### src/input_router_pkg.sv
package input_router_pkg;

    // Router sizes
    localparam int ROW_COUNT = 4;
    localparam int ADDR_WIDTH = 8;
    localparam int DATA_WIDTH = 16;
    localparam int ROW_ID_WIDTH = $clog2(ROW_COUNT);
    localparam int ADDR_DEPTH = 2;

    // Queue pointer and fill count widths inside a row router
    localparam int QUEUE_PTR_WIDTH = (ADDR_DEPTH > 1) ? $clog2(ADDR_DEPTH) : 1;
    localparam int QUEUE_CNT_WIDTH = $clog2(ADDR_DEPTH + 1);

    typedef struct packed {
        logic [ADDR_WIDTH-1:0] x;
        logic [ADDR_WIDTH-1:0] y;
    } coord_t;

    typedef struct packed {
        logic [ADDR_WIDTH-1:0] start_addr;
        logic [ADDR_WIDTH-1:0] o_size;
        logic [ADDR_WIDTH-1:0] stride;
    } router_cfg_t;

    // Pending request held in a row router address queue
    typedef struct packed {
        coord_t                coord;
        logic [ADDR_WIDTH-1:0] addr;
    } addr_req_t;

    typedef struct packed {
        logic                  valid;
        logic [ADDR_WIDTH-1:0] addr;
        logic [DATA_WIDTH-1:0] data;
    } tile_word_t;

    typedef struct packed {
        logic                  en;
        logic [ADDR_WIDTH-1:0] addr;
        logic [DATA_WIDTH-1:0] data;
    } mem_write_t;

    typedef struct packed {
        logic                    valid;
        logic [ROW_ID_WIDTH-1:0] row_id;
        coord_t                  coord;
        logic [DATA_WIDTH-1:0]   data;
    } out_word_t;

endpackage
### src/tile_reader.sv
`timescale 1ns/1ns

module tile_reader (
    input  logic                             i_clk,
    input  logic                             i_nrst,
    input  input_router_pkg::mem_write_t     i_mem_wr,
    input  logic                             i_tile_read_en,
    output input_router_pkg::tile_word_t     o_tile
);

    logic [input_router_pkg::DATA_WIDTH-1:0] mem [2**input_router_pkg::ADDR_WIDTH];

    logic [input_router_pkg::ADDR_WIDTH-1:0] scan_ptr;
    logic                                    tile_valid;
    logic [input_router_pkg::ADDR_WIDTH-1:0] tile_addr;
    logic [input_router_pkg::DATA_WIDTH-1:0] tile_data;

    assign o_tile = '{valid: tile_valid, addr: tile_addr, data: tile_data};

    // External load port, used while idle
    always_ff @(posedge i_clk) begin
        if (i_mem_wr.en) begin
            mem[i_mem_wr.addr] <= i_mem_wr.data;
        end
    end

    // Scan pointer wraps and keeps its place across batches
    always_ff @(posedge i_clk or negedge i_nrst) begin
        if (!i_nrst) begin
            scan_ptr <= '0;
            tile_valid <= 1'b0;
        end else begin
            tile_valid <= i_tile_read_en;
            if (i_tile_read_en) begin
                scan_ptr <= scan_ptr + 1'b1;
            end
        end
    end

    always_ff @(posedge i_clk) begin
        if (i_tile_read_en) begin
            tile_addr <= scan_ptr;
            tile_data <= mem[scan_ptr];
        end
    end

endmodule

### config.mk
export PLATFORM = sky130hd
export DESIGN_NAME = tile_reader
export DESIGN_NICKNAME = d
export VERILOG_FILES = /design/src/input_router_pkg.sv /design/src/tile_reader.sv
export SDC_FILE = /design/constraint.sdc
export NUM_CORES = 2
export LEC_CHECK = 0
export BUFFER_PORTS_ARGS = -buffer_cell sky130_fd_sc_hd__buf_2
export CAP_MARGIN = 20
export CORE_ASPECT_RATIO = 2
export CORE_MARGIN = 1.5
export CORE_UTILIZATION = 27
export DETAILED_ROUTE_END_ITERATION = 8
export GPL_ROUTABILITY_DRIVEN = 0
export PLACE_DENSITY = 0.4
export REMOVE_ABC_BUFFERS = 1
export SETUP_SLACK_MARGIN = 0.5
export SLEW_MARGIN = 20
export SYNTH_ARGS = -nofsm -noshare
export SYNTH_HDL_FRONTEND = slang
export SYNTH_SLANG_ARGS = --single-unit
### constraint.sdc
create_clock -name i_clk -period 2.45 [get_ports i_clk]
set_input_delay 0.3675 -clock i_clk [delete_from_list [all_inputs] [get_ports i_clk]]
set_output_delay 0.3675 -clock i_clk [all_outputs]
set_load 0.02 [all_outputs]
==> out/metrics.cfg <==
[run_status]
status = finished, violations left
violations = setup timing

[pwr]
total_leakage_power_nw = 64.37
p_total_mw = 222.3
vdd_drop_max_v = 0.0008189
p_per_area_nw_per_um2 = 1111

[timing]
tns_ns = -14.06
relSlewSlack_pct = 42.24
setup_viol = 16
fin_skew_ns = 0.04172
tightest_slew_ns = 0.8664
timing.final.ws_setup_ns = -1.037
max_freq_mhz = 286.8
rsz0062_at_grt = yes
finalCritPeriodShare_pct = 142.3
finalHoldViolCount = 0
drv_slew = 0
min_period_ns = 3.487

[cts]
clockBufferDepth = 4
cts_tree = built
cts_buffers = 366
clk-insertion-delay-late_ns = 0.98
h-tree-depth = 5
clkSinkCount = 4129
path_clk_slew_ns = 0.07
cts_root_buf = clkbuf_16

[setup_path]
timing.critical_path.required_ns = 3.12
regToRegStartpoint = scan_ptr[1]
r2r-end = tile_data[9]
arrival_ns = 4.16
setup.worst_path.start_class = register
ff2ff_path_depth = 9
cp-end-kind = register
crit_type = register to register
worstPathMaxFanout = 15
rrSetupSlack_ns = -1.04

[cells_and_area]
area_growth_pct = 25.98
nNetsFinal = 9159
layout-drive-gt1-share_pct = 35.96
fin_cells = 17252
nFillCells = 55569

[floorplanning]
die_w_um = 545.3
io_pins = 53
start_util_pct = 27.07
coreArea_um2 = 586600
die_y_um = 1088
placementRows = 398
dieArea_um2 = 593100

[detailed_routing]
vias_per_cell = 4.805
post-route-drc-count = 0
routedWlPerCell_um = 33.26
wl_um = 573800
antenna_left = 0
first_iter_violations = 6630
first_pass_iters = 5
vias = 82888

[logic_synthesis]
synth_edf_count = 4120
syn_avg_cell_area_um2 = 21.03
ys.warnings.count = 0
synth_seq_area_share_pct = 78.04
synthCells = 7552
synth_area_um2 = 158800
synthArstFlopShare_pct = 0.2180
synth_cell_types = 62
ys_ff_latch = 4129
ys.flop_type = edfxtp_1

[grt]
grt_usage_pct = 18.83
grt_max_degree = 81
antenna_found_initial = 32
grt_pass1_vias = 88070
grt_pass1_wl_um = 770700
gr-total-overflow = 0

[run]
cap_violations = 0

[placement]
io_buffers = 52
dp_hpwl_um = 396800
dp.cells = 16358

[min_path]
hold_path_end = scan_ptr[0]
min_path_type = input port to register
holdPathStages = 2
worstHoldStart = i_tile_read_en

state kept, by name, indices dropped and copies added, names as in the netlist:
signal,count
mem,4096
tile_valid,1
tile_addr,8
scan_ptr,8
tile_data,16
per-layer routing:
metal  wire length, um  GRT usage, %  vias up  part of all wire, %
met5                27             0        -               0.0047
met4             31790         8.853        4                  5.5
met3             18730         1.700      689                  3.3
met2            323900         37.21     1832                   56
met1            199400         19.77    45517                   35
li1                  -             -    34846                    -
per-stage QoR:
| stage | hold WS [ns] | area, um2 | setup WS (ns) | util (%) |
|---|---|---|---|---|
| 3_3_place_gp | 0.4128 | 183600 | -2.414 | 31.29 |
| 6_report | 0.02517 | 200100 | -1.037 | 34.10 |
| 3_5_place_dp | 0.4086 | 183600 | -1.706 | 31.30 |
| 2_1_floorplan | 0.07191 | 156400 | -55.83 | - |
| 4_1_cts | 0.1187 | 197700 | -1.044 | 33.71 |
| 5_1_grt | 0.007318 | 200000 | -1.027 | 34.10 |
cell families (layout without fill, tap and decap cells):
| group | count (synthesis) | count (layout) | synth area share, % |
|---|---|---|---|
| xor+xnor | 7 | 7 | 0.03861 |
| mux | 1363 | 1363 | 14.53 |
| fa+ha+maj | 1 | 1 | 0.007877 |
| simple gates | 730 | 730 | 2.010 |
| compound gates | 845 | 845 | 3.822 |
| buf+inv | 477 | 2345 | 1.545 |
| other cells | 0 | 32 | 0 |
| flops | 4129 | 4129 | 78.04 |
area by class of cell:
| cell class | count | area [um2] | area share [%] |
|---|---|---|---|
| Antenna cell | 32 | 80.08 | 0.04003 |
| Tap cell | 7800 | 9759 | 4.878 |
| Clock inverter | 219 | 1924 | 0.9619 |
| Multi-Input combinational cell | 2946 | 34740 | 17.37 |
| Sequential cell | 4129 | 124000 | 61.96 |
| Inverter | 4 | 30.03 | 0.01501 |
| Clock buffer | 439 | 9528 | 4.762 |
| Timing Repair Buffer | 1683 | 20030 | 10.01 |
cell usage after synthesis (all sizes together) (11+ instances only):
cell,count,area (um2)
a22oi,123,923.4
buf,229,1523
clkbuf,244,915.9
a21oi,111,555.5
or3,42,262.8
nor2b,19,118.9
a211oi,43,322.8
and2,16,100.1
a221oi,111,972.2
nor3,25,125.1
nor2,391,1468
o21ai,111,555.5
mux4,752,16940
o32ai,11,96.34
a31oi,29,181.4
mux2,21,236.5
mux2i,590,5906
nand2,123,461.7
nand2b,14,87.58
o31ai,53,397.9
edfxtp,4120,123700
nand3,68,340.3
o22ai,88,550.5
a221o,57,570.6
a311oi,56,490.5
cell usage in the layout (no fill, tap or decap), types with 16 or more instances in the layout:
cell type,synthesis,layout
a211oi_1,43,16
a21oi_1,111,93
a221o_1,57,57
a221oi_1,111,74
a221oi_2,0,32
a22oi_1,123,112
a311oi_1,56,26
a311oi_2,0,21
a31oi_1,29,26
buf_12,0,459
buf_16,0,36
buf_2,98,17
buf_4,63,1007
buf_6,36,92
buf_8,3,39
bufinv_16,0,26
clkbuf_1,244,68
clkbuf_16,0,378
clkinv_1,0,87
clkinv_2,0,59
clkinvlp_4,0,20
diode_2,0,32
dlygate4sd3_1,0,18
edfxtp_1,4120,4120
mux2_2,21,20
mux2i_1,590,577
mux4_2,752,752
nand2_1,123,119
nand3_1,68,52
nor2_1,391,225
nor2_2,0,155
o21ai_0,111,78
o21ai_1,0,25
o22ai_1,88,75
o31ai_1,53,39
or3_1,42,27
worst max path at each step:
stage,cells past startpoint,startpoint,to,slack (ns)
global placement,11,scan_ptr[0],tile_data[9],-2.41
detailed placement,10,scan_ptr[0],tile_data[14],-1.71
floorplan,5,scan_ptr[0],tile_data[8],-55.83
finish,9,scan_ptr[1],tile_data[9],-1.04
global route,11,scan_ptr[0],tile_data[12],-1.03
CTS,11,scan_ptr[0],tile_data[6],-1.04
report_power, final:
group | total (mW) | internal (mW) | switching, mW
registers | 78.9 | 78.2 | 0.667
logic | 85.9 | 38.8 | 47.0
clock network | 57.5 | 30.6 | 26.9
total | 222 | 148 | 74.6
worst max-delay path, stage by stage (launching register included):
cell      delay, ns
dfrtp_4        0.48
buf_12         0.21
buf_8          0.22
buf_4          0.32
mux4_2         0.41
a22oi_2        0.33
a311oi_4       0.16
buf_6          0.17
a211oi_4       0.65
o32ai_2        0.17
repair_timing:
action                     CTS  global route
hold buffers                19             0
resized for setup          309           247
pin swaps                   38            59
gates cloned                12             7
setup endpoints to repair   40            36
hold endpoints to repair   512             0
setup buffers               65           101
(Power assumes the default switching activity.)
