**config.mk**
```make
export PLATFORM = sky130hd
export DESIGN_NAME = row_router
export DESIGN_NICKNAME = d
export VERILOG_FILES = /design/src/input_router_pkg.sv /design/src/row_router.sv
export SDC_FILE = /design/constraint.sdc
export NUM_CORES = 1
export LEC_CHECK = 0
export ABC_AREA = 0
export BUFFER_PORTS_ARGS = -buffer_cell sky130_fd_sc_hd__buf_4
export CAP_MARGIN = 20
export CORE_MARGIN = 1.5
export CORE_UTILIZATION = 45
export CTS_BUF_LIST = sky130_fd_sc_hd__clkbuf_16
export CTS_CLUSTER_DIAMETER = 80
export CTS_CLUSTER_SIZE = 25
export DETAILED_ROUTE_END_ITERATION = 8
export GPL_TIMING_DRIVEN = 0
export HOLD_SLACK_MARGIN = 0.15
export MAX_ROUTING_LAYER = met4
export PLACE_DENSITY = 0.7
export SETUP_SLACK_MARGIN = 0.3
export SLEW_MARGIN = 40
export SYNTH_ARGS = -nofsm -noshare
export SYNTH_HDL_FRONTEND = slang
export SYNTH_SLANG_ARGS = --single-unit
export TNS_END_PERCENT = 10
```
**constraint.sdc**
```tcl
create_clock -name i_clk -period 4.7 [get_ports i_clk]
set_input_delay 0.94 -clock i_clk [delete_from_list [all_inputs] [get_ports i_clk]]
set_output_delay 0.94 -clock i_clk [all_outputs]
set_load 0.05 [all_outputs]
```
**src/input_router_pkg.sv**
```systemverilog
package input_router_pkg;

    // Router sizes
    localparam int ROW_COUNT = 4;
    localparam int ADDR_WIDTH = 8;
    localparam int DATA_WIDTH = 16;
    localparam int ROW_ID_WIDTH = $clog2(ROW_COUNT);
    localparam int ADDR_DEPTH = 2;

    // Queue pointer and fill count widths inside a row router
    localparam int QUEUE_PTR_WIDTH = (ADDR_DEPTH > 1) ? $clog2(ADDR_DEPTH) : 1;
    localparam int QUEUE_CNT_WIDTH = $clog2(ADDR_DEPTH + 1);

    typedef struct packed {
        logic [ADDR_WIDTH-1:0] x;
        logic [ADDR_WIDTH-1:0] y;
    } coord_t;

    typedef struct packed {
        logic [ADDR_WIDTH-1:0] start_addr;
        logic [ADDR_WIDTH-1:0] o_size;
        logic [ADDR_WIDTH-1:0] stride;
    } router_cfg_t;

    // Pending request held in a row router address queue
    typedef struct packed {
        coord_t                coord;
        logic [ADDR_WIDTH-1:0] addr;
    } addr_req_t;

    typedef struct packed {
        logic                  valid;
        logic [ADDR_WIDTH-1:0] addr;
        logic [DATA_WIDTH-1:0] data;
    } tile_word_t;

    typedef struct packed {
        logic                  en;
        logic [ADDR_WIDTH-1:0] addr;
        logic [DATA_WIDTH-1:0] data;
    } mem_write_t;

    typedef struct packed {
        logic                    valid;
        logic [ROW_ID_WIDTH-1:0] row_id;
        coord_t                  coord;
        logic [DATA_WIDTH-1:0]   data;
    } out_word_t;

endpackage
```
**src/row_router.sv**
```systemverilog
`timescale 1ns/1ns

module row_router (
    input  logic                             i_clk,
    input  logic                             i_nrst,
    input  logic                             i_clear,
    input  logic                             i_push,
    input  input_router_pkg::addr_req_t      i_req,
    input  logic                             i_ac_en,
    input  input_router_pkg::tile_word_t     i_tile,
    input  logic                             i_pop,
    output logic                             o_addr_empty,
    output logic                             o_data_empty,
    output input_router_pkg::out_word_t      o_data
);

    input_router_pkg::addr_req_t addr_q [input_router_pkg::ADDR_DEPTH];
    input_router_pkg::out_word_t data_q [input_router_pkg::ADDR_DEPTH];

    logic [input_router_pkg::QUEUE_PTR_WIDTH-1:0] a_wr, a_rd, d_wr, d_rd;
    logic [input_router_pkg::QUEUE_CNT_WIDTH-1:0] a_cnt, d_cnt;

    logic a_push;
    logic match;
    logic d_pop;
    input_router_pkg::out_word_t cap_word;

    assign o_addr_empty = (a_cnt == '0);
    assign o_data_empty = (d_cnt == '0);
    assign a_push = i_push && (a_cnt != input_router_pkg::ADDR_DEPTH);

    // Only the head request may match the streamed word
    assign match = i_ac_en && i_tile.valid && !o_addr_empty
                   && (i_tile.addr == addr_q[a_rd].addr);
    assign d_pop = i_pop && !o_data_empty;

    always_comb begin
        cap_word = '0;
        cap_word.valid = 1'b1;
        cap_word.coord = addr_q[a_rd].coord;
        cap_word.data = i_tile.data;
    end

    always_comb begin
        o_data = data_q[d_rd];
        o_data.valid = !o_data_empty;
    end

    always_ff @(posedge i_clk) begin
        if (a_push) begin
            addr_q[a_wr] <= i_req;
        end
        if (match) begin
            data_q[d_wr] <= cap_word;
        end
    end

    always_ff @(posedge i_clk or negedge i_nrst) begin
        if (!i_nrst) begin
            a_wr <= '0;
            a_rd <= '0;
            a_cnt <= '0;
            d_wr <= '0;
            d_rd <= '0;
            d_cnt <= '0;
        end else if (i_clear) begin
            a_wr <= '0;
            a_rd <= '0;
            a_cnt <= '0;
            d_wr <= '0;
            d_rd <= '0;
            d_cnt <= '0;
        end else begin
            // Address queue
            if (a_push) begin
                a_wr <= (a_wr == input_router_pkg::ADDR_DEPTH - 1) ? '0 : a_wr + 1'b1;
            end
            if (match) begin
                a_rd <= (a_rd == input_router_pkg::ADDR_DEPTH - 1) ? '0 : a_rd + 1'b1;
                d_wr <= (d_wr == input_router_pkg::ADDR_DEPTH - 1) ? '0 : d_wr + 1'b1;
            end
            if (a_push && !match) begin
                a_cnt <= a_cnt + 1'b1;
            end else if (match && !a_push) begin
                a_cnt <= a_cnt - 1'b1;
            end
            // Captured data queue
            if (d_pop) begin
                d_rd <= (d_rd == input_router_pkg::ADDR_DEPTH - 1) ? '0 : d_rd + 1'b1;
            end
            if (match && !d_pop) begin
                d_cnt <= d_cnt + 1'b1;
            end else if (d_pop && !match) begin
                d_cnt <= d_cnt - 1'b1;
            end
        end
    end

endmodule

```
==> metrics.yaml <==
status: "completed"
cts_max_level: 4
dp_cells: 464
total_power_mw: 2.66
antenna_found_initial: 0
rsz0062_at_grt: "no"
hold_class: "input port to asynchronous set/reset pin"
powerDensity_nw_per_um2: 434
layout_min_cycle_time_ns: 3.03
fin_skew_ns: 0.00764
wl_per_cell_um: 15.9
regArea_um2: 3560
cp_max_fo: 10
hold_viol: 0
grt_start_max_net_pins: 33
rrSetupSlack_ns: 2.11
drive_above_1_share_pct: 49.9
layout.cells.non_filler: 496
grt_pass1_vias: 2536
die_h_um: 104
fin_tns_setup_ns: 0
portBuffers: 88
slowest_stage: "clkbuf_1"
avgSynthCellArea_um2: 19.4
overflow: 0
r2r_cells: 7
dieArea_um2: 10800
yosys.cell_types.count: 29
cp-startpoint: "d_rd"
synth_seq_cells: 120
synthAdderAreaFrac_pct: 0
yosys_warnings: 0
crit_path_cell_trace: "clkbuf_1, clkbuf_1, mux2_2, buf_4"
critPathLaunchType: "register"
p_leak_nw: 2.24
ys_seq_area_share_pct: 77.8
path_clk_slew_ns: 0.05
io_pins: 92
grt_pass1_wl_mm: 12.7
multi_input_area_um2: 972
fmax_ghz: 0.330
clkLatencyLatePin_ns: 0.40
fin_crit_sh_pct: 64.4
muxShareOfSynthArea_pct: 13.8
crit_type: "register to output pin"
cts_resized: 0
via_count: 2381
max_stage_delay_ns: 0.52
cts_num_sinks: 120
worstSetupEndpointType: "output pin"
synth_compound_area_share_pct: 1.09
finalSetupViolCount: 0
r2r-start: "a_rd"
reg2reg_to: "data_q[1][25]"
drc: 0
dp_hpwl_mm: 5.18
synth_xor_area_share_pct: 3.06
drv_slew: 0
synthFlopType: "edfxtp_1"
viasPerCell: 4.80
peakVddDrop_uv: 268
relSlewSlack_pct: 45.0
fillers: 727
drt_iter0_drc: 80
core_area_um2: 9820
fin_ws_ns: 1.67
cts_buffers: 17
wirelength_mm: 7.87
gp_congestion: 0.691
synth-edff-count: 112
async_reset_ff_share_pct: 6.67
cts_setup_buffers: 0
cts_hold_buf: 0
synthSimpleGateAreaFrac_pct: 2.43
final_common_cell: "edfxtp_1"
endpoint: "o_data[19]"
synth_cells: 236
dr.pass1.iters: 4
cp_common_cell: "clkbuf_1"
cts_tree: "built"
dp_worst_setup_slack_ns: 1.80
clockBufferDepth: 2
start_util_pct: 46.7
num_rows: 36
cts_root_buffer: "clkbuf_16"
place_area_um2: 5520
syn_area_um2: 4580
worstPathRequired_ns: 3.76
cp.depth: 4
critPathArrivalTime_ns: 2.09
dieWidth_um: 104
synthToLayoutAreaGrowth_pct: 33.7
drtAntennaViolNets: 0
fin_nets: 405
worstMarginPinSlew_ns: 0.816
grtUsageTotal_pct: 16.2
crit_buf_inv: 3
max_cap_viol_count: 0
synth_top_family_by_area: "multiplexers"
diodes: 0
crit_family: "buffers and inverters"
design_area_um2: 6130
final_cell_mix: "edfxtp_1, buf_4, mux2_2"
through the flow:
stage / utilization, % / hold slack (ns)
final: 62.4 / 0.354
after global routing: 62.4 / 0.337
after CTS: 62.4 / 0.341
after detailed placement: 56.2 / 0.550
after global placement: 55.2 / 0.539
after floorplan: - / 0.537
worst min-delay path by stage:
stage / startpoint / end / slack [ns] / cells past startpoint
2_1_floorplan: addr_q[1][14] / data_q[0][22] / 0.54 / 1
3_3_place_gp: addr_q[1][11] / data_q[0][19] / 0.54 / 1
3_5_place_dp: addr_q[1][19] / data_q[1][27] / 0.55 / 1
4_1_cts: i_nrst / d_cnt[1] / 0.34 / 1
5_1_grt: i_nrst / d_cnt[1] / 0.34 / 1
6_report: i_nrst / a_wr / 0.35 / 1
synthesized netlist by cell type (all sizes together) (2+ instances only):
library cell / count / share of area (%)
a21oi: 2 / 0.22
clkbuf: 5 / 0.41
nor2: 10 / 0.82
nor3: 2 / 0.46
inv: 5 / 0.41
xor2: 10 / 1.9
edfxtp: 112 / 73
xnor2: 6 / 1.1
mux2: 48 / 12
dfrtp: 8 / 4.4
a211oi: 2 / 0.44
buf: 5 / 0.98
mux2i: 9 / 2.0
nand2: 2 / 0.16
o21ai: 2 / 0.22
worst register-to-register path: stages (launching register included):
cell and delay (ns):
dfrtp_1 0.33, buf_6 0.15, buf_8 0.16, mux2i_1 0.21
xor2_1 0.20, nand4_2 0.20, nor3_4 0.42, and2_4 0.55
power by group:
group	internal, mW	switching, mW
Clock	0.877	0.436
Sequential	1.21	0.00999
Combinational	0.0597	0.0665
Total	2.15	0.512
cell families after synthesis:
kind of cell    after synthesis
simple gates                 20
mux                          57
compound gates                7
xor+xnor                     16
other cells                   1
flops                       120
buf+inv                      15
state kept, by name, summed over array words and instances, names as in the netlist:
name and cells:
a_rd 1, data_q 64, d_wr 1, d_rd 1, d_cnt 2, addr_q 48
a_cnt 2, a_wr 1
final cells by class:
class / count / area share [%]
Sequential cell: 120 / 58.2
Clock buffer: 17 / 6.94
Tap cell: 133 / 2.72
Multi-Input combinational cell: 102 / 15.9
Buffer: 10 / 1.04
Timing Repair Buffer: 94 / 12.0
Inverter: 5 / 0.306
Clock inverter: 15 / 3.00
metal layers:
| metal | GRT usage, % | share of wire [%] |
|---|---|---|
| met5 | - | 0 |
| met4 | 7.34 | 0.89 |
| met3 | 4.76 | 4.0 |
| met2 | 27.3 | 54 |
| met1 | 17.9 | 41 |
Power figures use the tool's default switching activity.
