[config.mk]
export PLATFORM = sky130hd
export DESIGN_NAME = input_router_controller
export DESIGN_NICKNAME = d
export VERILOG_FILES = /design/src/input_router_pkg.sv /design/src/input_router_controller.sv
export SDC_FILE = /design/constraint.sdc
export NUM_CORES = 1
export LEC_CHECK = 0
export BUFFER_PORTS_ARGS = -buffer_cell sky130_fd_sc_hd__buf_2
export CORE_UTILIZATION = 40
export CTS_BUF_LIST = sky130_fd_sc_hd__clkbuf_16
export CTS_CLUSTER_DIAMETER = 200
export DETAILED_ROUTE_END_ITERATION = 10
export GPL_TIMING_DRIVEN = 1
export PLACE_DENSITY_LB_ADDON = 0.15
export SLEW_MARGIN = 20
export SYNTH_ARGS = -nofsm -noshare
export SYNTH_HDL_FRONTEND = slang
export SYNTH_SLANG_ARGS = --single-unit
export TNS_END_PERCENT = 20
[constraint.sdc]
create_clock -name i_clk -period 3.3 [get_ports i_clk]
set_input_delay 0.33 -clock i_clk [delete_from_list [all_inputs] [get_ports i_clk]]
set_output_delay 0.33 -clock i_clk [all_outputs]
set_load 0.05 [all_outputs]
[src/input_router_pkg.sv]
package input_router_pkg;

    // Router sizes
    localparam int ROW_COUNT = 4;
    localparam int ADDR_WIDTH = 8;
    localparam int DATA_WIDTH = 16;
    localparam int ROW_ID_WIDTH = $clog2(ROW_COUNT);
    localparam int ADDR_DEPTH = 2;

    // Queue pointer and fill count widths inside a row router
    localparam int QUEUE_PTR_WIDTH = (ADDR_DEPTH > 1) ? $clog2(ADDR_DEPTH) : 1;
    localparam int QUEUE_CNT_WIDTH = $clog2(ADDR_DEPTH + 1);

    typedef struct packed {
        logic [ADDR_WIDTH-1:0] x;
        logic [ADDR_WIDTH-1:0] y;
    } coord_t;

    typedef struct packed {
        logic [ADDR_WIDTH-1:0] start_addr;
        logic [ADDR_WIDTH-1:0] o_size;
        logic [ADDR_WIDTH-1:0] stride;
    } router_cfg_t;

    // Pending request held in a row router address queue
    typedef struct packed {
        coord_t                coord;
        logic [ADDR_WIDTH-1:0] addr;
    } addr_req_t;

    typedef struct packed {
        logic                  valid;
        logic [ADDR_WIDTH-1:0] addr;
        logic [DATA_WIDTH-1:0] data;
    } tile_word_t;

    typedef struct packed {
        logic                  en;
        logic [ADDR_WIDTH-1:0] addr;
        logic [DATA_WIDTH-1:0] data;
    } mem_write_t;

    typedef struct packed {
        logic                    valid;
        logic [ROW_ID_WIDTH-1:0] row_id;
        coord_t                  coord;
        logic [DATA_WIDTH-1:0]   data;
    } out_word_t;

endpackage
[src/input_router_controller.sv]
`timescale 1ns/1ns

module input_router_controller (
    input  logic                                           i_clk,
    input  logic                                           i_nrst,
    input  logic                                           i_en,
    input  logic                                           i_reg_clear,
    input  logic                                           i_data_out_en,
    input  input_router_pkg::router_cfg_t                  i_cfg,
    input  logic                                           i_addr_empty,
    input  logic                                           i_data_empty,
    output input_router_pkg::coord_t                       o_coord,
    output logic [input_router_pkg::ROW_ID_WIDTH-1:0]      o_row_id,
    output logic                                           o_ag_en,
    output logic                                           o_ac_en,
    output logic                                           o_tile_read_en,
    output logic                                           o_pop_en,
    output logic                                           o_done,
    output logic                                           o_reg_clear,
    output logic                                           o_data_out_ready
);

    typedef enum logic [2:0] {
        IDLE,
        INIT,
        COORD_GEN,
        WRITE_STALL,
        TILE_CMP,
        DATA_OUT_STALL,
        DATA_OUT
    } state_t;

    state_t state;

    logic [input_router_pkg::ADDR_WIDTH-1:0] span;
    logic y_step;
    logic x_step;
    logic last_coord;
    logic last_issued;

    // Largest coordinate reached on either axis
    assign span = i_cfg.o_size * i_cfg.stride - i_cfg.stride;
    assign y_step = o_coord.y < span;
    assign x_step = o_coord.x < span;
    assign last_coord = !y_step && !x_step;

    always_ff @(posedge i_clk or negedge i_nrst) begin
        if (!i_nrst) begin
            state <= IDLE;
            o_coord <= '0;
            o_row_id <= '0;
            o_ag_en <= 1'b0;
            o_ac_en <= 1'b0;
            o_tile_read_en <= 1'b0;
            o_pop_en <= 1'b0;
            o_done <= 1'b0;
            o_reg_clear <= 1'b0;
            o_data_out_ready <= 1'b0;
            last_issued <= 1'b0;
        end else if (i_reg_clear) begin
            state <= IDLE;
            o_coord <= '0;
            o_row_id <= '0;
            o_ag_en <= 1'b0;
            o_ac_en <= 1'b0;
            o_tile_read_en <= 1'b0;
            o_pop_en <= 1'b0;
            o_done <= 1'b0;
            // Queues follow one cycle later
            o_reg_clear <= 1'b1;
            o_data_out_ready <= 1'b0;
            last_issued <= 1'b0;
        end else begin
            o_reg_clear <= 1'b0;
            case (state)
                IDLE: begin
                    if (i_en && !o_done) begin
                        state <= INIT;
                    end
                end
                INIT: begin
                    o_ag_en <= 1'b1;
                    state <= COORD_GEN;
                end
                COORD_GEN: begin
                    // y is the inner loop
                    if (y_step) begin
                        o_coord.y <= o_coord.y + i_cfg.stride;
                    end else begin
                        o_coord.y <= '0;
                        o_coord.x <= x_step ? o_coord.x + i_cfg.stride : '0;
                    end
                    if (last_coord) begin
                        last_issued <= 1'b1;
                    end
                    // Batch closes at the last row or the last coordinate
                    if (o_row_id == input_router_pkg::ROW_COUNT - 1 || last_coord) begin
                        o_row_id <= '0;
                        o_ag_en <= 1'b0;
                        state <= WRITE_STALL;
                    end else begin
                        o_row_id <= o_row_id + 1'b1;
                    end
                end
                WRITE_STALL: begin
                    // Last registered request lands in its queue here
                    state <= TILE_CMP;
                end
                TILE_CMP: begin
                    if (i_addr_empty) begin
                        o_tile_read_en <= 1'b0;
                        o_ac_en <= 1'b0;
                        o_data_out_ready <= 1'b1;
                        state <= DATA_OUT_STALL;
                    end else begin
                        o_tile_read_en <= 1'b1;
                        o_ac_en <= 1'b1;
                    end
                end
                DATA_OUT_STALL: begin
                    // Hold until the upper level takes the batch
                    if (i_data_out_en) begin
                        state <= DATA_OUT;
                    end
                end
                DATA_OUT: begin
                    if (i_data_empty) begin
                        o_pop_en <= 1'b0;
                        o_reg_clear <= 1'b1;
                        o_data_out_ready <= 1'b0;
                        if (last_issued) begin
                            o_done <= 1'b1;
                            state <= IDLE;
                        end else begin
                            state <= INIT;
                        end
                    end else begin
                        o_pop_en <= 1'b1;
                    end
                end
                default: begin
                    state <= IDLE;
                end
            endcase
        end
    end

endmodule

==> flow_summary.ini <==
[finish]
final_design_area_no_fill_sq_um = 4230
layout-drive-gt1-share = 0.323
postLayoutCoreUtil = 0.542
area_delta_synth_final_pct = 29.6
antennaDiodeCount = 0
instances_no_fill = 532
layout.nets = 527

[run_status]
violations = negative setup slack
outcome = complete, but fails checks

[critical_path]
worstPathArrival_ps = 4910
cp-end-kind = register
required_ps = 3490
critPathKind = in2reg
start_kind = input pin
crit_fanout = 7
ff2ff_setup_slack_ps = 830

[sta]
drv_slew = 0
max_slew_margin = 0.381
fmaxAchievable_mhz = 212
fin_crit_sh = 1.43
worst_slack_ps = -1420
finalSetupViolCount = 21
whs_ps = 79.9
hold_violations = 0
rsz0062_at_grt = true
clock_skew_ps = 4.54
worst_pin_slew_ps = 926
period_needed_ps = 4720

[clock_network]
root_buffer = clkbuf_16
clock-sinks = 28
clk_latency_ps = 260
cts-htree-levels = 1
hold_buffers = 0
clkTransAtPathRegs_ps = 70
cts.path.max_buffers = 2
cts_tree = done
cts_inserted_buffers = 3

[synthesis]
synthDistinctLibCells = 52
postSynthCellCount = 350
yosysWarnings = 0
syn-num-nets = 446
async_reset_ff_frac = 1.00
seq_area_frac_synth = 0.215
synth.top_cell.area_share = 0.215
post-synth-top-count-cell = ha_1
avgSynthCellArea_sq_um = 9.32
synth-edff-count = 0
synth_largest_area_cell = dfrtp_1
ys_ff_latch = 28
synth_common_cells = ha_1, inv_1, nand2_1
synthFlopType = dfrtp_1
post_synth_instance_area_sq_um = 3260
synthTopCellsByArea = dfrtp_1, ha_1, fa_1

[floorplanning]
ios = 56
core_area_sq_um = 7810
die_h_microns = 92.3
fp.dieW_microns = 92.3
initial_utilization = 0.418
dieArea_sq_um = 8520
rows = 32

[flow_run]
max-cap-violations = 0

[detailed_routing]
drt-vias-per-instance = 5.12
ant_nets = 0
dr.pass1.iters = 4
num_vias = 2726
first_iter_violations = 67
drc_errors = 0
drt_wl_total_microns = 7680
wl_per_cell_microns = 14.4

[global_route]
grt_start_max_net_pins = 29
grt_pass1_wl_microns = 13000
grt_use_total = 0.191
grt_pass1_vias = 2721
antenna_found_initial = 0
grt_overflow_total = 0

[power_and_ir_drop]
p_leak_nw = 2.18
report.power.total_mw = 3.34
power_density_nw_per_um2 = 789
vdd_ir_drop_max_uv = 444

[placement]
port-buffer-count = 47
place.gp.congestion = 0.854
postPlaceCellArea_sq_um = 3950
hpwlAfterDp_microns = 6170
placed_cells = 526

[min_path]
hold_class = in2async
-- layout make-up --
class / instances / area (sq um)
repair buffers: 86 / 583
clock buffers: 3 / 75.1
flip-flops and latches: 28 / 701
inverters: 42 / 158
multi-input cells: 270 / 2550
fillers: 726 / 3580
clock inverters: 1 / 30.0
well taps: 102 / 128
-- sequential cells by signal, summed over array words and instances, names as in the netlist --
name	flops
o_ag_en	1
state	3
o_row_id	2
o_coord	16
last_issued	1
o_pop_en	1
o_data_out_ready	1
o_reg_clear	1
o_done	1
o_tile_read_en	1
-- layout by cell type, fill, tap and decap left out, types with 4 or more instances in the layout --
master    synthesis  routed
inv_1            42      39
buf_6             0       4
nor3b_1           4       4
buf_2             2      41
a22o_1            8       8
dfrtp_1          28      28
o21ai_0          14      13
ha_4              0       7
nand2_1          31      27
a211oi_1          5       4
ha_1             45      38
mux2_4            0       7
nor2_1           15      15
o21bai_1          5       5
a21o_1            8       8
nor3_1           13      11
xor2_1            8       6
xnor2_1          13      13
buf_4             1      39
nand2b_1          4       4
fa_1             20      18
nand2_2           0       4
a21oi_1          20      17
-- cells by family after synthesis --
family,after synthesis,share of synthesized area
simple gates,92,0.142
fa+ha+maj,67,0.302
xor+xnor,26,0.0897
flops,28,0.215
buf+inv,52,0.0617
other cells,1,0.00115
mux,9,0.0307
compound gates,75,0.158
-- metrics by stage --
stage                     TNS [ps]  setup WS [ps]
after floorplan             -25930          -1550
after global placement      -34680          -1760
after detailed placement    -35930          -1840
after CTS                   -27110          -1460
after global routing        -30050          -1600
final                       -26580          -1420
-- where the power goes --
part	leakage, nW	internal, mW	switching, mW
Sequential	0.378	0.422	0.125
Combinational	1.76	1.18	1.25
Clock	0.0511	0.242	0.122
Total	2.18	1.84	1.49
-- what timing repair did --
| action | in CTS | in global routing |
|---|---|---|
| setup endpoints to repair | 21 | 21 |
| pin swaps | 20 | 17 |
| setup buffers | 1 | 1 |
| hold endpoints to repair | 0 | 0 |
| gates resized for setup | 24 | 14 |
-- per-layer routing --
layer / GRT usage / wire length (microns)
met3: 0.0230 / 174
met2: 0.320 / 3600
met5: 0 / 0
met1: 0.265 / 3850
met4: 0.0339 / 59
-- worst max-delay path, cell delays in order --
cell and delay [ps]:
buf_4 130, nand2_1 80, fa_1 470, inv_1 40
ha_1 270, inv_1 70, fa_1 440, fa_1 540
inv_1 60, ha_4 240, a21o_1 160, a21oi_2 180
xor2_2 180, ha_1 270, o211ai_1 90, nor2_1 70
a221o_1 360, maj3_2 310, or4b_1 470, mux2i_1 130
-- worst paths after layout --
kind                          startpoint     endpoint  cells past startpoint
min in group i_clk         i_data_out_en     state[0]                      4
max reg2reg                   o_coord[1]   o_coord[7]                      8
min reg2reg                     o_pop_en     o_pop_en                      2
max                             i_cfg[0]  o_coord[15]                     20
min                               i_nrst   o_coord[0]                      1
max in group asynchronous         i_nrst   o_coord[8]                      1
Note: power is estimated with default switching activity, not from simulation.
