File: config.mk
export PLATFORM = sky130hd
export DESIGN_NAME = address_generator
export DESIGN_NICKNAME = d
export VERILOG_FILES = /design/src/input_router_pkg.sv /design/src/address_generator.sv
export SDC_FILE = /design/constraint.sdc
export NUM_CORES = 1
export LEC_CHECK = 0
export ABC_AREA = 1
export BUFFER_PORTS_ARGS = -buffer_cell sky130_fd_sc_hd__buf_2
export CAP_MARGIN = 10
export CELL_PAD_IN_SITES_DETAIL_PLACEMENT = 0
export CELL_PAD_IN_SITES_GLOBAL_PLACEMENT = 2
export CORE_ASPECT_RATIO = 2
export CORE_UTILIZATION = 29
export DETAILED_ROUTE_END_ITERATION = 10
export PLACE_DENSITY = 0.81
export SETUP_SLACK_MARGIN = 0.05
export SYNTH_ARGS = -nofsm -noshare
export SYNTH_HDL_FRONTEND = slang
export SYNTH_SLANG_ARGS = --single-unit
File: constraint.sdc
create_clock -name i_clk -period 0.8 [get_ports i_clk]
set_clock_uncertainty 0.1 [all_clocks]
set_input_delay 0.16 -clock i_clk [delete_from_list [all_inputs] [get_ports i_clk]]
set_output_delay 0.16 -clock i_clk [all_outputs]
set_load 0.005 [all_outputs]
File: src/input_router_pkg.sv
package input_router_pkg;

    // Router sizes
    localparam int ROW_COUNT = 4;
    localparam int ADDR_WIDTH = 8;
    localparam int DATA_WIDTH = 16;
    localparam int ROW_ID_WIDTH = $clog2(ROW_COUNT);
    localparam int ADDR_DEPTH = 2;

    // Queue pointer and fill count widths inside a row router
    localparam int QUEUE_PTR_WIDTH = (ADDR_DEPTH > 1) ? $clog2(ADDR_DEPTH) : 1;
    localparam int QUEUE_CNT_WIDTH = $clog2(ADDR_DEPTH + 1);

    typedef struct packed {
        logic [ADDR_WIDTH-1:0] x;
        logic [ADDR_WIDTH-1:0] y;
    } coord_t;

    typedef struct packed {
        logic [ADDR_WIDTH-1:0] start_addr;
        logic [ADDR_WIDTH-1:0] o_size;
        logic [ADDR_WIDTH-1:0] stride;
    } router_cfg_t;

    // Pending request held in a row router address queue
    typedef struct packed {
        coord_t                coord;
        logic [ADDR_WIDTH-1:0] addr;
    } addr_req_t;

    typedef struct packed {
        logic                  valid;
        logic [ADDR_WIDTH-1:0] addr;
        logic [DATA_WIDTH-1:0] data;
    } tile_word_t;

    typedef struct packed {
        logic                  en;
        logic [ADDR_WIDTH-1:0] addr;
        logic [DATA_WIDTH-1:0] data;
    } mem_write_t;

    typedef struct packed {
        logic                    valid;
        logic [ROW_ID_WIDTH-1:0] row_id;
        coord_t                  coord;
        logic [DATA_WIDTH-1:0]   data;
    } out_word_t;

endpackage
File: src/address_generator.sv
`timescale 1ns/1ns

module address_generator (
    input  logic                                          i_clk,
    input  logic                                          i_nrst,
    input  logic                                          i_ag_en,
    input  input_router_pkg::coord_t                      i_coord,
    input  logic [input_router_pkg::ROW_ID_WIDTH-1:0]     i_row_id,
    input  input_router_pkg::router_cfg_t                 i_cfg,
    output logic [input_router_pkg::ROW_COUNT-1:0]        o_push,
    output input_router_pkg::addr_req_t                   o_req
);

    logic [input_router_pkg::ADDR_WIDTH-1:0] in_width;
    logic [input_router_pkg::ADDR_WIDTH-1:0] addr;
    logic [input_router_pkg::ROW_COUNT-1:0]  push_d;

    // Input rows are o_size * stride pixels wide, sum wraps to the tile
    assign in_width = i_cfg.o_size * i_cfg.stride;
    assign addr = i_cfg.start_addr + i_coord.y * in_width + i_coord.x;

    always_comb begin
        push_d = '0;
        push_d[i_row_id] = i_ag_en;
    end

    always_ff @(posedge i_clk or negedge i_nrst) begin
        if (!i_nrst) begin
            o_push <= '0;
        end else begin
            o_push <= push_d;
        end
    end

    always_ff @(posedge i_clk) begin
        if (i_ag_en) begin
            o_req.coord <= i_coord;
            o_req.addr <= addr;
        end
    end

endmodule

==> impl_metrics.tcl, run 1 <==
set metrics [dict create \
    grt_pass1_vias 3239 \
    crit_path_max_fanout 6 \
    synthArstFlopShare 0.143 \
    antenna_found_initial 0 \
    wl_per_cell_um 12.4 \
    cts_tree "yes" \
    cts_buffers 3 \
    fin_util 0.446 \
    ys_seq_elements 28 \
    port_buffers 72 \
    hp-class "in -> reg" \
    avgViaCountPerCell 4.31 \
    initial_utilization 0.299 \
    setup_viol 36 \
    p_leak_nw 2.67 \
    htreeDepth 1 \
    cp-start-kind "input pin" \
    io_pins 73 \
    dieHeight_um 154 \
    timing_max_transition_violations_final 0 \
    ys_seq_area_frac 0.244 \
    synth_top_cell_area_share 0.214 \
    coreArea_um2 11300 \
    cap_violations 0 \
    drive_above_1_share 0.414 \
    drc 0 \
    globalplace.congestion 0.835 \
    synth_nets 543 \
    cts-root-buf "clkbuf_16" \
    dpl.hpwl_um 7590 \
    setup_tns_ns -31.72 \
    path_buf_inv 6 \
    postRouteAntennaNets 0 \
    ir_drop_v 0.00273 \
    yosysWarnings 0 \
    most-common-layout-cells "nand2_1 (124), inv_1 (90), buf_2 (62)" \
    synth_area_leaders "edfxtp_1 (21%), fa_1 (20%), nand2_1 (16%)" \
    worstMarginPinSlew_ns 0.231 \
    grt_pass1_wl_um 14400 \
    clk_pin_slew_worst_paths_ns 0.07 \
    rows 55 \
    syn_area_um2 3370 \
    crit_family "adder cells" \
    max_stage_delay_ns 0.58 \
    grt_setup_unrepaired "true" \
    path_common_cell "fa_1" \
    synth.distinct_cells 28 \
    worstPathRequired_ns 0.73 \
    grt_overflow 0 \
    wl_um 8660 \
    finalHoldViolCount 10 \
    dr.pass1.iters 4 \
    crit_arrival_ns 5.72 \
    grt_max_degree 26 \
    postLayoutSetupSlackWorst_ns -4.98 \
    antenna_cells 0 \
    fin_crit_sh 7.23 \
    synth_flop_cell "edfxtp_1" \
    synth_top_cell_by_area "edfxtp_1" \
    syn_area_per_cell_um2 7.91 \
    vias 3005 \
    grt.total_usage 0.155 \
    dp.cells 685 \
    drt_iter0_markers 49 \
    final_nets 674 \
    crit_type "in -> reg" \
    fmax_mhz 173 \
    synthCells 426 \
    die_area_um2 12100 \
    stdcell_count 698 \
    die_x_um 78.2 \
    final_common_cell "nand2_1" \
    relSlewSlack 0.845 \
    violations "negative hold slack, negative setup slack" \
    ctsHoldBuffers 1 \
    whs_ns -0.0172 \
    end_kind "register" \
    outcome "finished with violations" \
    synth_edf_count 24 \
    clk_path_buf_depth 2 \
    area_growth_pct 49.2 \
    clock-sinks 28 \
    cellPowerDensity_nw_per_um2 3350 \
    slowest_stage "fa_1" \
    period_needed_ns 5.78 \
]
[metrics by stage]
stage / worst slack [ns] / power, mW / instance area [um^2]
after global placement: -5.48 / 12.6 / 4490
final: -4.98 / 16.9 / 5030
after global routing: -5.18 / 18.6 / 5030
after CTS: -5.11 / 15.7 / 4900
after detailed placement: -5.50 / 12.9 / 4490
after floorplan: -5.03 / 9.58 / 3620
[kinds of logic after synthesis]
family          Yosys count  synth area share
flops                    28             0.244
buf+inv                 119             0.136
simple gates            190             0.242
xor+xnor                  8            0.0208
fa+ha+maj                72             0.343
compound gates            9            0.0137
[synth_stat cells, types with 2 or more instances]
library cell	count
nand2_1	142
inv_1	112
ha_1	38
fa_1	34
edfxtp_1	24
nand3_1	23
a21oi_1	7
nand2_2	7
nor2_1	5
dfrtp_1	4
nor3_1	4
xnor2_1	4
xor2_1	4
inv_2	3
nand3b_1	2
[metal layers]
metal  global-route usage  part of all wire  vias to the layer above
li1                     -                 -                     1524
met2                0.347              0.63                       71
met5                    0                 0                        -
met4               0.0573             0.029                        0
met3              0.00944             0.032                       13
met1                0.132              0.31                     1397
[power by group]
group | switching, mW | leakage (nW) | internal (mW)
Clock | 0.477 | 0.0511 | 0.997
Sequential | 0.0524 | 0.289 | 2.15
Combinational | 6.26 | 2.33 | 6.92
Total | 6.79 | 2.67 | 10.1
[flip-flops by register name, indices dropped and copies added (netlist names)]
signal  count
o_push      4
o_req      24
[path summary, 6_finish.rpt]
check | start | to | cells past startpoint | slack (ns)
setup / recovery | i_cfg[2] | o_req[7]$_DFFE_PP_ | 26 | -4.98
hold / removal | i_coord[10] | o_req[18]$_DFFE_PP_ | 1 | -0.02
max in group asynchronous | i_nrst | o_push[1]$_DFF_PN0_ | 2 | 0.36
min in group asynchronous | i_nrst | o_push[3]$_DFF_PN0_ | 2 | 0.12
[layout make-up]
type	count	area, um^2
inverter	116	435
multi-input combinational	279	2550
clock inverter	1	30.0
timing repair buffer	129	942
fill	1139	6260
sequential	28	821
clock buffer	3	75.1
tap	142	178
[repair_timing]
action | CTS | global route
hold endpoints to repair | 14 | 11
gates resized for setup | 61 | 31
cloned | 0 | 0
pin swaps | 34 | 46
buffers inserted | 7 | 1
endpoints found under the setup margin | 36 | 36
Power figures use the tool's default switching activity.
==> inputs of run 2 (changes only) <==
==> constraint.sdc (replaced) <==
create_clock -name i_clk -period 5.3 [get_ports i_clk]
set_clock_uncertainty 0.1 [all_clocks]
set_input_delay 1.06 -clock i_clk [delete_from_list [all_inputs] [get_ports i_clk]]
set_output_delay 1.06 -clock i_clk [all_outputs]
set_load 0.005 [all_outputs]
==> run 2 against run 1 <==
Via count rose by 0.90%. Die area did not move. Worst hold slack improved by 0.50 ns. The run ends with negative setup slack left. Count of clock-buffer cells in the layout did not move. Non-clock buffer count rose by 2. First-iteration DRC count rose by 35%. Cell area fell by 4.0%. Sequential share of layout area rose by 0.69 points. Core utilization fell by 1.8 points. Worst setup slack improved by 3.6 ns. Combinational power fell by 85%.
==> impl_metrics.tcl, run 2 (synthesized netlist as in run 1, its figures left out) <==
set metrics [dict create \
    outcome "finished with violations" \
    violations "negative setup slack" \
    largest_reg_flops 24 \
    clk_path_buf_depth 2 \
    path_common_cell "buf_4" \
    stdcell_area_um2 4830 \
    p_total_mw 2.51 \
    whs_ns 0.480 \
    antenna_found_initial 0 \
    port_buffers 72 \
    grt_pass1_wl_um 14000 \
    grt_pass1_vias 3224 \
    cts_tree "yes" \
    cts-root-buf "clkbuf_16" \
    avgViaCountPerCell 4.33 \
    setup_viol 4 \
    grt_setup_unrepaired "true" \
    vias 3032 \
    top_register "o_req" \
    fmax_mhz 149 \
    io_pins 73 \
    finalHoldViolCount 0 \
    die_area_um2 12100 \
    grt.total_usage 0.153 \
    clock-sinks 28 \
    final_common_cell "nand2_1" \
    initial_utilization 0.299 \
    antenna_cells 0 \
    wl_per_cell_um 12.2 \
    worstPathRequired_ns 5.24 \
    ir_drop_v 0.000342 \
    hp-class "in -> async" \
    globalplace.congestion 0.805 \
    crit_arrival_ns 6.63 \
    relSlewSlack 0.633 \
    postLayoutSetupSlackWorst_ns -1.39 \
    max_stage_delay_ns 0.52 \
    wl_um 8540 \
    p_leak_nw 2.69 \
    clk_pin_slew_worst_paths_ns 0.07 \
    grt_max_degree 26 \
    crit_type "in -> reg" \
    post_dp_cell_area_um2 4270 \
    fin_crit_sh 1.26 \
    htreeDepth 1 \
    ctsHoldBuffers 0 \
    largest_registers "o_req (24), o_push (4)" \
    area_growth_pct 43.2 \
    crit_family "buffers and inverters" \
    dpl.hpwl_um 7390 \
    wl_met3_um 235 \
    nFillCells 1177 \
    drt-met1-wl_um 2620 \
    cap_violations 0 \
    postRouteAntennaNets 0 \
    most-common-layout-cells "nand2_1 (129), inv_1 (98), buf_2 (65)" \
    drive_above_1_share 0.367 \
    cts_buffers 3 \
    post-place-ws_ns -1.83 \
    cp-start-kind "input pin" \
    die_x_um 78.2 \
    dieHeight_um 154 \
    cellPowerDensity_nw_per_um2 521 \
    setup_tns_ns -3.77 \
    rows 55 \
    route.met2.wl_um 5200 \
    final_nets 676 \
    slowest_stage "fa_1" \
    period_needed_ns 6.69 \
    dr.pass1.iters 4 \
    highest_layer "met4" \
    grt_overflow 0 \
    drc 0 \
    coreArea_um2 11300 \
    path_buf_inv 24 \
    end_kind "register" \
    worstMarginPinSlew_ns 0.551 \
    crit_path_max_fanout 6 \
    timing_max_transition_violations_final 0 \
    drt_iter0_markers 66 \
]
## run 2: routing by layer
layer,vias up,global-route usage
met5,-,0
met1,1396,0.121
li1,1534,-
met4,0,0.0970
met2,78,0.330
met3,24,0.0106
## run 2: layout make-up
class,count,area (um^2),area share
Clock buffer,3,75.1,0.0156
Inverter,116,438,0.0907
Sequential cell,28,821,0.170
Tap cell,142,178,0.0368
Clock inverter,1,30.0,0.00622
Timing Repair Buffer,131,887,0.184
Multi-Input combinational cell,279,2400,0.497
## run 2: power breakdown
group          total [mW]  switching, mW  leakage, nW  internal [mW]
Clock               0.225         0.0746       0.0511          0.151
Sequential          0.332        0.00780        0.289          0.324
Combinational        1.96          0.933         2.35           1.02
Total                2.51           1.02         2.69           1.50
## run 2: per-stage QoR
stage | cells | utilization
final | 700 | 0.428
after global routing | 700 | 0.428
after CTS | 702 | 0.421
after detailed placement | 672 | 0.378
after global placement | 672 | 0.378
after floorplan | 426 | -
## run 2: repair_timing
item                       CTS  global route
buffers inserted            26             2
gates resized for setup     47            23
pin swaps                   38            19
setup endpoints to repair    5             5
## run 2: path summary, 6_finish.rpt
check,cells past startpoint,to,startpoint,slack (ns)
worst max-delay path,41,o_req[7]$_DFFE_PP_,i_cfg[2],-1.39
worst min-delay path,1,o_push[0]$_DFF_PN0_,i_nrst,0.48
max in group asynchronous,1,o_push[1]$_DFF_PN0_,i_nrst,4.50
min in group i_clk,2,o_push[2]$_DFF_PN0_,i_row_id[0],0.88
==> inputs of run 3 (changes only) <==
--- a/config.mk
+++ b/config.mk
@@ -13,7 +13,8 @@
 export CORE_ASPECT_RATIO = 2
 export CORE_UTILIZATION = 29
 export DETAILED_ROUTE_END_ITERATION = 10
-export PLACE_DENSITY = 0.81
+export GPL_TIMING_DRIVEN = 1
+export PLACE_DENSITY = 0.77
 export SETUP_SLACK_MARGIN = 0.05
 export SYNTH_ARGS = -nofsm -noshare
 export SYNTH_HDL_FRONTEND = slang
==> run 3 against run 2 <==
The flow still finishes with violations (negative setup slack). Total power is 7.1% lower. Worst setup slack better by 0.055 ns. Global-route usage hardly changed. Cell area is 3.7% lower. Clock power hardly changed. First-iteration DRC count is 4.5% lower. Fmax is 0.83% higher. Die area stayed put. Sequential share of layout area is 0.66 points higher. Combinational power is 9% lower. Cell count is 2.6% lower.
==> impl_metrics.tcl, run 3 (synthesized netlist as in run 1, its figures left out) <==
set metrics [dict create \
    wl_um 8390 \
    clk_path_buf_depth 2 \
    cts_tree "yes" \
    max_stage_delay_ns 0.56 \
    final_nets 658 \
    largest_registers "o_req (24), o_push (4)" \
    p_leak_nw 2.59 \
    rows 55 \
    fin_util 0.412 \
    crit_chain "buf_8 -> nand2_4 -> fa_2 -> fa_1 -> inv_1 -> fa_1 -> fa_1 -> ha_4 -> nand3_4 -> a21oi_4 -> ha_4 -> ha_4 -> fa_2 -> fa_1 -> fa_2 -> ha_4 -> a21oi_2 -> or2_1 -> nand2_1 -> nand3_1 -> nand2_1 -> nand2_1 -> nand2_1 -> inv_1" \
    finalHoldViolCount 0 \
    wl_per_cell_um 12.3 \
    post_dp_cell_area_um2 4290 \
    io_pins 73 \
    largest_reg_flops 24 \
    drt_iter0_markers 63 \
    crit_path_max_fanout 4 \
    die_x_um 78.2 \
    clock-sinks 28 \
    globalplace.congestion 0.787 \
    dieHeight_um 154 \
    ctsHoldBuffers 0 \
    final_common_cell "nand2_1" \
    ir_drop_v 0.000262 \
    drc 0 \
    worstPathRequired_ns 5.24 \
    antenna_cells 0 \
    fin_crit_sh 1.25 \
    postLayoutSetupSlackWorst_ns -1.34 \
    crit_family "adder cells" \
    cap_violations 0 \
    timing_max_transition_violations_final 0 \
    relSlewSlack 0.633 \
    period_needed_ns 6.64 \
    grt_overflow 0 \
    antenna_found_initial 0 \
    nFillCells 1208 \
    path_buf_inv 3 \
    cts_buffers 3 \
    crit_arrival_ns 6.57 \
    dr.pass1.iters 6 \
    postRouteAntennaNets 0 \
    p_total_mw 2.33 \
    cts-root-buf "clkbuf_16" \
    post-place-ws_ns -1.91 \
    end_kind "register" \
    area_growth_pct 37.9 \
    vias 2918 \
    outcome "finished with violations" \
    grt_setup_unrepaired "true" \
    grt_pass1_wl_um 14100 \
    die_area_um2 12100 \
    slowest_stage "fa_1" \
    violations "negative setup slack" \
    coreArea_um2 11300 \
    drive_above_1_share 0.330 \
    stdcell_area_um2 4650 \
    worstMarginPinSlew_ns 0.550 \
    cellPowerDensity_nw_per_um2 502 \
    htreeDepth 1 \
    clk_pin_slew_worst_paths_ns 0.07 \
    top_register "o_req" \
    most-common-layout-cells "nand2_1 (133), inv_1 (102), buf_2 (65)" \
    initial_utilization 0.299 \
    setup_tns_ns -3.80 \
    cp-start-kind "input pin" \
    fmax_mhz 151 \
    hp-class "in -> async" \
    grt.total_usage 0.153 \
    dpl.hpwl_um 7430 \
    crit_type "in -> reg" \
    port_buffers 72 \
    grt_pass1_vias 3159 \
    avgViaCountPerCell 4.28 \
    setup_viol 4 \
    grt_max_degree 26 \
]
## run 3: cell count changes in the layout (fill, tap and decap cells not counted), sizes merged
cell and delta:
buf -18
## run 3: report_power, final
part | internal (mW) | total, mW | switching, mW | leakage, nW
clock | 0.151 | 0.224 | 0.0735 | 0.0511
combinational | 0.919 | 1.78 | 0.859 | 2.25
sequential | 0.324 | 0.331 | 0.00704 | 0.289
total | 1.39 | 2.33 | 0.940 | 2.59
## run 3: path summary, 6_finish.rpt
kind                       cells past startpoint                   to   startpoint
max                                           24   o_req[7]$_DFFE_PP_    i_cfg[11]
min                                            1  o_push[1]$_DFF_PN0_       i_nrst
max in group asynchronous                      1  o_push[2]$_DFF_PN0_       i_nrst
min in group i_clk                             2  o_push[0]$_DFF_PN0_  i_row_id[1]
## run 3: repair_timing
item	CTS	global route
gates resized for setup	28	30
pin swaps	22	17
endpoints found under the setup margin	5	5
setup buffers	2	2
## run 3: area by class of cell
class                      instances  area [um^2]  share of cell area
clock buffer                       3         75.1              0.0162
clock inverter                     1         30.0             0.00646
inverter                         116          435              0.0937
multi-input combinational        279         2360               0.509
sequential                        28          821               0.177
tap                              142          178              0.0382
timing repair buffer             113          743               0.160
## run 3: routing by layer
metal | vias up | track usage | wire (um)
li1 | 1499 | - | -
met1 | 1347 | 0.127 | 2620
met2 | 65 | 0.343 | 5370
met3 | 7 | 0.00826 | 229
met4 | 0 | 0.0591 | 175
met5 | - | 0 | 0
## run 3: stage by stage
step	instances	hold WS, ns
after floorplan	426	0.664
after global placement	675	0.762
after detailed placement	675	0.771
after CTS	681	0.481
after global routing	682	0.484
final	682	0.483
